## src/verilog/ig_params.svh

```systemverilog
`ifndef IG_PARAMS_SVH
`define IG_PARAMS_SVH

// ----------------------------------------------------------------------
// frame geometry
// ----------------------------------------------------------------------

// pixels per row
`define IG_WIDTH 256
// rows per frame
`define IG_HEIGHT 256

// ----------------------------------------------------------------------
// data path widths
// ----------------------------------------------------------------------

// both memories share one address width
`define IG_ADDR_W 16
`define IG_PIX_W 8
// one signed gradient component
`define IG_GRAD_W 10

`endif
```

## src/verilog/ig_pkg.sv

```systemverilog
`default_nettype none

`include "ig_params.svh"

package ig_pkg;

    // ------------------------------------------------------------------
    // plain vectors
    // ------------------------------------------------------------------

    typedef logic [`IG_PIX_W-1:0] pixel_t;
    typedef logic signed [`IG_GRAD_W-1:0] grad_t;
    typedef logic [`IG_ADDR_W-1:0] addr_t;
    // x or y inside the frame
    typedef logic [7:0] coord_t;

    // sequencer phases
    typedef enum logic [1:0] {
        S_READ,
        S_DRAIN,
        S_FLUSH,
        S_DONE
    } ig_state_t;

    // ------------------------------------------------------------------
    // bundles
    // ------------------------------------------------------------------

    // position of the address issued this cycle
    typedef struct packed {
        coord_t x;
        coord_t y;
        addr_t addr;
    } pixel_pos_t;

    // gradient memory word, gx in the upper half
    typedef struct packed {
        grad_t gx;
        grad_t gy;
    } grad_word_t;

    // one write to the gradient memory
    typedef struct packed {
        logic wr;
        addr_t addr;
        grad_word_t word;
    } grad_req_t;

endpackage

`default_nettype wire

```

## src/verilog/ig_top.sv

```systemverilog
`default_nettype none
`timescale 1ns/10ps

module ig_top (
    input wire clk,
    input wire reset,
    input wire ig_pkg::pixel_t img_di,
    output logic img_rd,
    output ig_pkg::addr_t img_addr,
    output logic grad_wr,
    output ig_pkg::addr_t grad_addr,
    output ig_pkg::grad_word_t grad_do,
    output logic done
);

    import ig_pkg::*;

    pixel_pos_t pos;
    logic last;
    logic count_en;
    logic count_clear;
    logic flush;

    // read data alignment, one cycle behind the request
    logic pix_valid;
    pixel_pos_t pix_pos;

    pixel_t cur;
    pixel_t up;
    pixel_t right_up;
    grad_req_t grad_req;

    // ------------------------------------------------------------------
    // sequencing
    // ------------------------------------------------------------------
    ig_pixel_counter u_counter (
        .clk(clk),
        .reset(reset),
        .count_en(count_en),
        .count_clear(count_clear),
        .pos(pos),
        .last(last)
    );

    ig_ctrl_fsm u_fsm (
        .clk(clk),
        .reset(reset),
        .last(last),
        .img_rd(img_rd),
        .count_en(count_en),
        .count_clear(count_clear),
        .flush(flush),
        .done(done)
    );

    assign img_addr = pos.addr;

    // img_di valid the cycle after img_rd
    always_ff @(posedge clk) begin
        if (reset) begin
            pix_valid <= 1'b0;
        end else begin
            pix_valid <= img_rd;
        end
    end

    always_ff @(posedge clk) begin
        pix_pos <= pos;
    end

    // ------------------------------------------------------------------
    // datapath
    // ------------------------------------------------------------------
    ig_line_window u_window (
        .clk(clk),
        .reset(reset),
        .shift(pix_valid),
        .pix_in(img_di),
        .cur(cur),
        .up(up),
        .right_up(right_up)
    );

    ig_grad_engine u_engine (
        .clk(clk),
        .reset(reset),
        .pix_valid(pix_valid),
        .pix_pos(pix_pos),
        .flush(flush),
        .cur(cur),
        .up(up),
        .right_up(right_up),
        .grad_req(grad_req)
    );

    // gradient memory port
    assign grad_wr = grad_req.wr;
    assign grad_addr = grad_req.addr;
    assign grad_do = grad_req.word;

endmodule

`default_nettype wire

```

## src/verilog/ig_grad_engine.sv

```systemverilog
`default_nettype none
`timescale 1ns/10ps

`include "ig_params.svh"

module ig_grad_engine (
    input wire clk,
    input wire reset,
    input wire logic pix_valid,
    input wire ig_pkg::pixel_pos_t pix_pos,
    input wire logic flush,
    input wire ig_pkg::pixel_t cur,
    input wire ig_pkg::pixel_t up,
    input wire ig_pkg::pixel_t right_up,
    output ig_pkg::grad_req_t grad_req
);

    import ig_pkg::*;

    grad_t gx_diff;
    grad_t gy_diff;
    logic row_ready;
    logic last_col;
    grad_req_t req_next;

    // ------------------------------------------------------------------
    // differences
    // ------------------------------------------------------------------
    // pixels zero extended, 10 bits hold -255..255
    assign gx_diff = grad_t'(right_up) - grad_t'(up);
    assign gy_diff = grad_t'(cur) - grad_t'(up);

    // pixel below target has arrived once past row 0
    assign row_ready = (pix_pos.y != '0);

    // target sits in same column as incoming pixel
    assign last_col = (pix_pos.x == coord_t'(`IG_WIDTH - 1));

    // ------------------------------------------------------------------
    // request build
    // ------------------------------------------------------------------
    always_comb begin
        req_next = '0;
        if (flush) begin
            // last row, word stays zero
            req_next.wr = 1'b1;
            req_next.addr = pix_pos.addr;
        end else if (pix_valid && row_ready) begin
            req_next.wr = 1'b1;
            // one row above the pixel just read
            req_next.addr = pix_pos.addr - addr_t'(`IG_WIDTH);
            if (!last_col) begin
                req_next.word.gx = gx_diff;
                req_next.word.gy = gy_diff;
            end
        end
    end

    // ------------------------------------------------------------------
    // output register
    // ------------------------------------------------------------------
    always_ff @(posedge clk) begin
        if (reset) begin
            grad_req.wr <= 1'b0;
        end else begin
            grad_req <= req_next;
        end
    end

endmodule

`default_nettype wire

```

## src/verilog/ig_line_window.sv

```systemverilog
`default_nettype none
`timescale 1ns/10ps

`include "ig_params.svh"

module ig_line_window (
    input wire clk,
    input wire reset,
    input wire logic shift,
    input wire ig_pkg::pixel_t pix_in,
    output ig_pkg::pixel_t cur,
    output ig_pkg::pixel_t up,
    output ig_pkg::pixel_t right_up
);

    import ig_pkg::*;

    // one full row of history, index 0 is the newest stored pixel
    pixel_t line_q [`IG_WIDTH];

    // ------------------------------------------------------------------
    // row delay line
    // ------------------------------------------------------------------
    always_ff @(posedge clk) begin
        if (reset) begin
            for (int k = 0; k < `IG_WIDTH; k++) begin
                line_q[k] <= '0;
            end
        end else if (shift) begin
            line_q[0] <= pix_in;
            for (int k = 1; k < `IG_WIDTH; k++) begin
                line_q[k] <= line_q[k-1];
            end
        end
    end

    // ------------------------------------------------------------------
    // taps
    // ------------------------------------------------------------------
    // incoming pixel is the newest element of the window
    assign cur = pix_in;

    // exactly one row back
    assign up = line_q[`IG_WIDTH-1];

    // one row back, one column right
    assign right_up = line_q[`IG_WIDTH-2];

endmodule

`default_nettype wire

```

## src/verilog/ig_ctrl_fsm.sv

```systemverilog
`default_nettype none
`timescale 1ns/10ps

module ig_ctrl_fsm (
    input wire clk,
    input wire reset,
    input wire logic last,
    output logic img_rd,
    output logic count_en,
    output logic count_clear,
    output logic flush,
    output logic done
);

    import ig_pkg::*;

    ig_state_t state;

    // ------------------------------------------------------------------
    // sequencer
    // ------------------------------------------------------------------
    // read   one address per cycle over the whole frame
    // drain  last pixel still in flight, reload counter
    // flush  zero words for the last row
    // done   held until reset
    always_ff @(posedge clk) begin
        if (reset) begin
            state <= S_READ;
            img_rd <= 1'b0;
            count_en <= 1'b0;
            count_clear <= 1'b0;
            flush <= 1'b0;
            done <= 1'b0;
        end else begin
            case (state)
                S_READ: begin
                    if (img_rd && last) begin
                        // final address goes out this cycle
                        state <= S_DRAIN;
                        img_rd <= 1'b0;
                        count_en <= 1'b0;
                        count_clear <= 1'b1;
                    end else begin
                        img_rd <= 1'b1;
                        count_en <= 1'b1;
                    end
                end

                S_DRAIN: begin
                    // counter now at start of last row
                    state <= S_FLUSH;
                    count_clear <= 1'b0;
                    count_en <= 1'b1;
                end

                S_FLUSH: begin
                    // flush trails count_en by one, lines up with pix_pos
                    count_en <= count_en && !last;
                    flush <= count_en;
                    if (flush && !count_en) begin
                        state <= S_DONE;
                    end
                end

                S_DONE: begin
                    done <= 1'b1;
                end

                default: begin
                    state <= S_READ;
                end
            endcase
        end
    end

endmodule

`default_nettype wire

```

## src/verilog/ig_pixel_counter.sv

```systemverilog
`default_nettype none
`timescale 1ns/10ps

`include "ig_params.svh"

module ig_pixel_counter (
    input wire clk,
    input wire reset,
    input wire logic count_en,
    input wire logic count_clear,
    output ig_pkg::pixel_pos_t pos,
    output logic last
);

    import ig_pkg::*;

    logic x_end;
    logic y_end;

    // end of row and end of frame
    assign x_end = (pos.x == coord_t'(`IG_WIDTH - 1));
    assign y_end = (pos.y == coord_t'(`IG_HEIGHT - 1));

    // final pixel of the frame
    // flush sweep runs inside the last row, so same compare ends it
    assign last = x_end && y_end;

    // ------------------------------------------------------------------
    // raster stepping
    // ------------------------------------------------------------------
    always_ff @(posedge clk) begin
        if (reset) begin
            pos <= '0;
        end else if (count_clear) begin
            // jump to start of last row
            pos.x <= '0;
            pos.y <= coord_t'(`IG_HEIGHT - 1);
            pos.addr <= addr_t'((`IG_HEIGHT - 1) * `IG_WIDTH);
        end else if (count_en) begin
            if (last) begin
                pos <= '0;
            end else begin
                pos.addr <= pos.addr + 1'b1;
                if (x_end) begin
                    // wrap x, next row
                    pos.x <= '0;
                    pos.y <= pos.y + 1'b1;
                end else begin
                    pos.x <= pos.x + 1'b1;
                end
            end
        end
    end

endmodule

`default_nettype wire

```

## config.mk

```make
export PLATFORM = sky130hd
export DESIGN_NAME = ig_top
export DESIGN_NICKNAME = d
export VERILOG_FILES = /design/src/verilog/ig_pkg.sv /design/src/verilog/ig_top.sv /design/src/verilog/ig_grad_engine.sv /design/src/verilog/ig_line_window.sv /design/src/verilog/ig_ctrl_fsm.sv /design/src/verilog/ig_pixel_counter.sv
export VERILOG_INCLUDE_DIRS = /design/src /design/src/verilog
export SDC_FILE = /design/constraint.sdc
export NUM_CORES = 2
export LEC_CHECK = 0
export BUFFER_PORTS_ARGS = -buffer_cell sky130_fd_sc_hd__buf_2
export CAP_MARGIN = 10
export CORE_MARGIN = 4
export CORE_UTILIZATION = 30
export DETAILED_ROUTE_END_ITERATION = 7
export GPL_ROUTABILITY_DRIVEN = 1
export SETUP_SLACK_MARGIN = 0.02
export SYNTH_ARGS = -nofsm -noshare
export SYNTH_HDL_FRONTEND = slang
export SYNTH_SLANG_ARGS = --single-unit
export TNS_END_PERCENT = 50
```

## constraint.sdc

```tcl
create_clock -name clk -period 78.7 [get_ports clk]
set_clock_uncertainty 0.15 [all_clocks]
set_input_delay 15.74 -clock clk [delete_from_list [all_inputs] [get_ports clk]]
set_output_delay 15.74 -clock clk [all_outputs]
set_load 0.02 [all_outputs]
```

* Yosys cells after proc, flatten, opt, wreduce, memory -nomap -nowiden *
Memory sizes are Yosys's and may differ from the RTL's.
Index checks and enable logic that the tools add are counted.

word-level totals
  output and inout bits = 55
  bits of input ports = 10
  memories = 1
  register bits after elaboration = 109
  memory bits (writable) = 2048
  word-level logic and storage cells = 584

memories
  name             words  width  rd ports  clocked after Yosys merged registers in  write ports  RTL line              RTL
  u_window.line_q  256    8      256       0                                        256          ig_line_window.sv:19  pixel_t line_q [`IG_WIDTH];

cells by class
  mux-type cells = 276
  add/subtract/negate cells = 6
  reductions and logical operators = 18
  equality and inequality tests = 8
  bitwise gates (word level) = 257

operator list
  operator                                                number
  two-way mux 8 bit                                       258
  OR 1 bit                                                256
  two-way mux 24 bit                                      2
  two-way mux 37 bit                                      1
  two-way mux 32 bit                                      1
  equality test 8 bit (second input constant)             3
  two-way mux 20 bit                                      1
  subtractor 8 x 8 -> 9 bit                               2
  two-way mux 17 bit                                      1
  adder 16 x 1 -> 16 bit (second input constant)          1
  adder 8 x 1 -> 8 bit (second input constant)            2
  subtractor 16 x 9 -> 16 bit (second input constant)     1
  nonzero test 8 bit                                      1
  two-way mux 1 bit                                       7
  one-hot mux 2 bit (3 select lines)                      1
  nonzero test 3 bit                                      2
  logical AND 1 bit                                       5
  equality test 2 bit (second input constant)             2
  two-way mux 2 bit                                       2
  inequality test 2 x 1 -> 1 bit (second input constant)  2
  AND reduction 2 bit                                     2
  nonzero test 2 bit                                      2
  one-hot mux 1 bit (3 select lines)                      1
  AND reduction 3 bit                                     1
  other kinds (7)                                         8

* Logic depth before layout (Yosys ltp) *
  depth in word-level cells = 5
  depth in mapped cells = 8
  gate-level depth less buffers = 8

* Cells and area by module *
Synthesis repeated with hierarchy kept, for this count alone.

unflattened totals
  cell total of the unflattened synthesis = 4920
  area, all modules = 83319.9 um2

by module, submodules not included
  module            seq. area each (um2)  times used  area an instance (um2)  cells an instance
  ig_line_window    61499.0               1           78575.4                 4464
  ig_grad_engine    1041.0                1           2160.8                  197
  ig_pixel_counter  640.6                 1           1510.2                  183
  ig_top            660.6                 1           674.4                   34
  ig_ctrl_fsm       140.1                 1           399.1                   42

* Worst setup path before layout *
No wires, ideal clock.

  path kind = input-to-reg
  start = in reset
  end = mem u_window.line_q[0][0] (netlist bit), enable pin
  path buffers = 3
  data required time = 64737 ps
  setup time = 13813 ps
  arrival = 54248 ps
  path slack = 10489 ps
  stages = 5
  path through = clkbuf_1 -> inv_2 -> clkbuf_1 -> clkbuf_1 -> nand2_1

RTL lines
  item                RTL line              RTL
  start: declaration  ig_top.sv:6           input wire reset,
  end: declaration    ig_line_window.sv:19

==> impl_metrics.json <==
{
  "path_class": "in -> reg",
  "ios": 65,
  "synthAdderAreaFrac_pct": 0.439,
  "power_w": 0.00250,
  "critPathLaunch": "reset",
  "cts_buffers": 206,
  "hold_violations": 0,
  "drc": 0,
  "status": "completed",
  "routabilityCongestion": 0.716,
  "drtAntennaViolNets": 0,
  "synthMuxAreaShare_pct": 0.0747,
  "tritoncts": "done",
  "p_clk_share_pct": 37.8,
  "clockRootBuffer": "clkbuf_16",
  "dr.first_iter.drc_count": 3594,
  "powerDensity_nw_per_um2": 27.6,
  "relSlewSlack_pct": 22.4,
  "crit_arrival_ns": 22.48,
  "initial_core_util_pct": 30.2,
  "layout-drive-gt1-share_pct": 7.87,
  "tns_ns": 0,
  "p_seq_share_pct": 56.8,
  "crit_path_top_delay_cell": "buf_4",
  "clkSlewWorstSetupHoldPaths_ns": 0.06,
  "cts_setup_buffers": 0,
  "stdcell_count": 8579,
  "switching_share_pct": 21.5,
  "ys_async_sr_fraction_pct": 0,
  "firstDrtPassIters": 5,
  "yosysWarningCount": 0,
  "die_h_um": 526,
  "antenna_found_initial": 2,
  "ys_seq_area_share_pct": 79.5,
  "synth-simple-area-share_pct": 17.0,
  "io_buffers": 64,
  "routedWlPerCell_um": 13.9,
  "combPwrFrac_pct": 5.4,
  "viasPerCell": 4.35,
  "clock_sinks": 2155,
  "fmax_ghz": 0.0449,
  "ys.flop_type": "edfxtp_1",
  "grt.busiest_layer": "met1",
  "yosysUniqueCellTypes": 49,
  "min_period_over_period_pct": 28.3,
  "coreArea_um2": 266000,
  "synth-xor-area-share_pct": 0.240,
  "clock_latency_ns": 0.80,
  "tightest_slew_ns": 1.16,
  "cp_num_buf_inv": 7,
  "syn_area_um2": 80400,
  "synth_nets": 4965,
  "rr_startpoint": "pix_valid",
  "synth-compound-area-share_pct": 0.726,
  "grt_use_met2_pct": 11.3,
  "min_path_type": "reg -> reg",
  "cp-start-kind": "primary input",
  "vias": 37300,
  "die_x_um": 526,
  "cpMostUsedCell": "buf_4",
  "min_delay_path_depth": 0,
  "cts_resized": 0,
  "min-delay-start": "u_counter.pos[25]",
  "met1_usage_pct": 13.0,
  "required_ns": 78.93,
  "r2r_cells": 7,
  "place_ws_ns": 55.46,
  "gr-total-overflow": 0,
  "final_cell_mix": "edfxtp_1, and3_1, nor2b_1, clkbuf_16, dfxtp_1",
  "grt_pass1_wl_um": 197000,
  "met3_usage_pct": 1.65,
  "final_common_cell": "edfxtp_1",
  "yosys_register_bits": 2155,
  "setup_violations": 0,
  "grt_pass1_vias": 36300,
  "cp_max_fo": 187,
  "switchingPower_w": 0.000539,
  "dieArea_um2": 277000,
  "wirelength_um": 119000,
  "dp.cells": 8196,
  "dp_hpwl_um": 54000,
  "worst-path-stages": 8,
  "path_cells": "buf_8, inv_8, nand2_4, buf_4, buf_4, buf_4, buf_4, buf_4",
  "crit_family": "buffers and inverters",
  "synth_edf_count": 2082,
  "cap_violations": 0,
  "internal_power_w": 0.00196,
  "period_minus_slack_ns": 22.26,
  "syn_area_per_cell_um2": 16.3,
  "slowest_delay_ns": 1.02,
  "nFillCells": 25200,
  "fp-row-count": 189,
  "rsz0062_at_grt": "no",
  "postLayoutSetupSlackWorst_ns": 56.44,
  "ctsHoldBuffers": 0,
  "drv_slew": 0,
  "cts_max_level": 4,
  "crit_path_end_kind": "register",
  "track_usage_pct": 8.32,
  "area_growth_pct": 12.6,
  "grt_max_degree": 312,
  "vdd_drop_max_uv": 21.3,
  "cts.path.max_buffers": 3,
  "nNetsFinal": 4908,
  "leakage_nw": 35.6,
  "synth_top_family_by_area": "simple AND/OR/NAND/NOR gates",
  "syn_inst": 4928
}
cells by family after synthesis:
| kind of cell | after synthesis |
|---|---|
| AOI/OAI and AO/OA | 93 |
| xor gates and xnor gates | 22 |
| DFF | 2155 |
| and+or+nand+nor | 2225 |
| muxes | 6 |
| adders and majority gates | 27 |
| buffers and inverters | 400 |
through the flow:
step / hold slack, ns / utilization [%] / cell area, um^2
2_1_floorplan: 0.218 / - / 80400
3_3_place_gp: 0.231 / 31.6 / 84100
3_5_place_dp: 0.241 / 31.6 / 84100
4_1_cts: 0.249 / 34.1 / 90600
5_1_grt: 0.251 / 34.1 / 90600
6_report: 0.246 / 34.1 / 90600
power groups by stage:
stage	clock network (W)	registers, W	logic, W
finish	0.000947	0.00142	0.000134
global route	0.00103	0.00143	0.000152
CTS	0.000978	0.00142	0.000138
detailed placement	0	0.00144	0.000137
global placement	0	0.00144	0.000133
floorplan	0	0.00165	0.000106
synth_stat cells (20+ instances only):
| library cell | number | area [um^2] |
|---|---|---|
| a21oi_1 | 32 | 160 |
| and3_1 | 1041 | 6510 |
| clkbuf_1 | 352 | 1320 |
| dfxtp_1 | 73 | 1460 |
| edfxtp_1 | 2082 | 62500 |
| ha_1 | 25 | 313 |
| inv_1 | 25 | 93.8 |
| nand2_1 | 27 | 101 |
| nand3_1 | 20 | 100 |
| nor2_1 | 50 | 188 |
| nor2b_1 | 1023 | 6400 |
| nor3_1 | 22 | 110 |
cell type report:
class | count | area, um^2 | share of cell area (%)
Clock buffer | 273 | 5530 | 6.10
Clock inverter | 109 | 940 | 1.04
Timing Repair Buffer | 109 | 731 | 0.806
Sequential cell | 2155 | 64000 | 70.6
Multi-Input combinational cell | 2373 | 14900 | 16.4
Tap cell | 3533 | 4420 | 4.88
Inverter | 26 | 105 | 0.116
Antenna cell | 1 | 2.50 | 0.00276
layer usage:
| metal | part of all wire [%] | vias to the layer above | wire (um) |
|---|---|---|---|
| met5 | 0 | - | 0 |
| met4 | 2.3 | 0 | 2730 |
| met3 | 3.6 | 203 | 4250 |
| met2 | 41 | 439 | 49200 |
| met1 | 53 | 18700 | 62700 |
| li1 | - | 17900 | - |
flip-flops by register name (all words and copies together) (netlist names), 2 cells and up:
register           cells
u_window.line_q     2048
u_counter.pos         32
pix_pos               32
u_engine.grad_req     35
u_fsm.state            2
worst paths after layout:
| kind | to | slack (ns) |
|---|---|---|
| max | u_window.line_q[1][6] | 56.44 |
| min | pix_pos[25] | 0.25 |
| max reg2reg | u_window.line_q[1][6] | 71.29 |
| min reg2reg | pix_pos[25] | 0.25 |
Note: power is estimated with default switching activity, not from simulation.
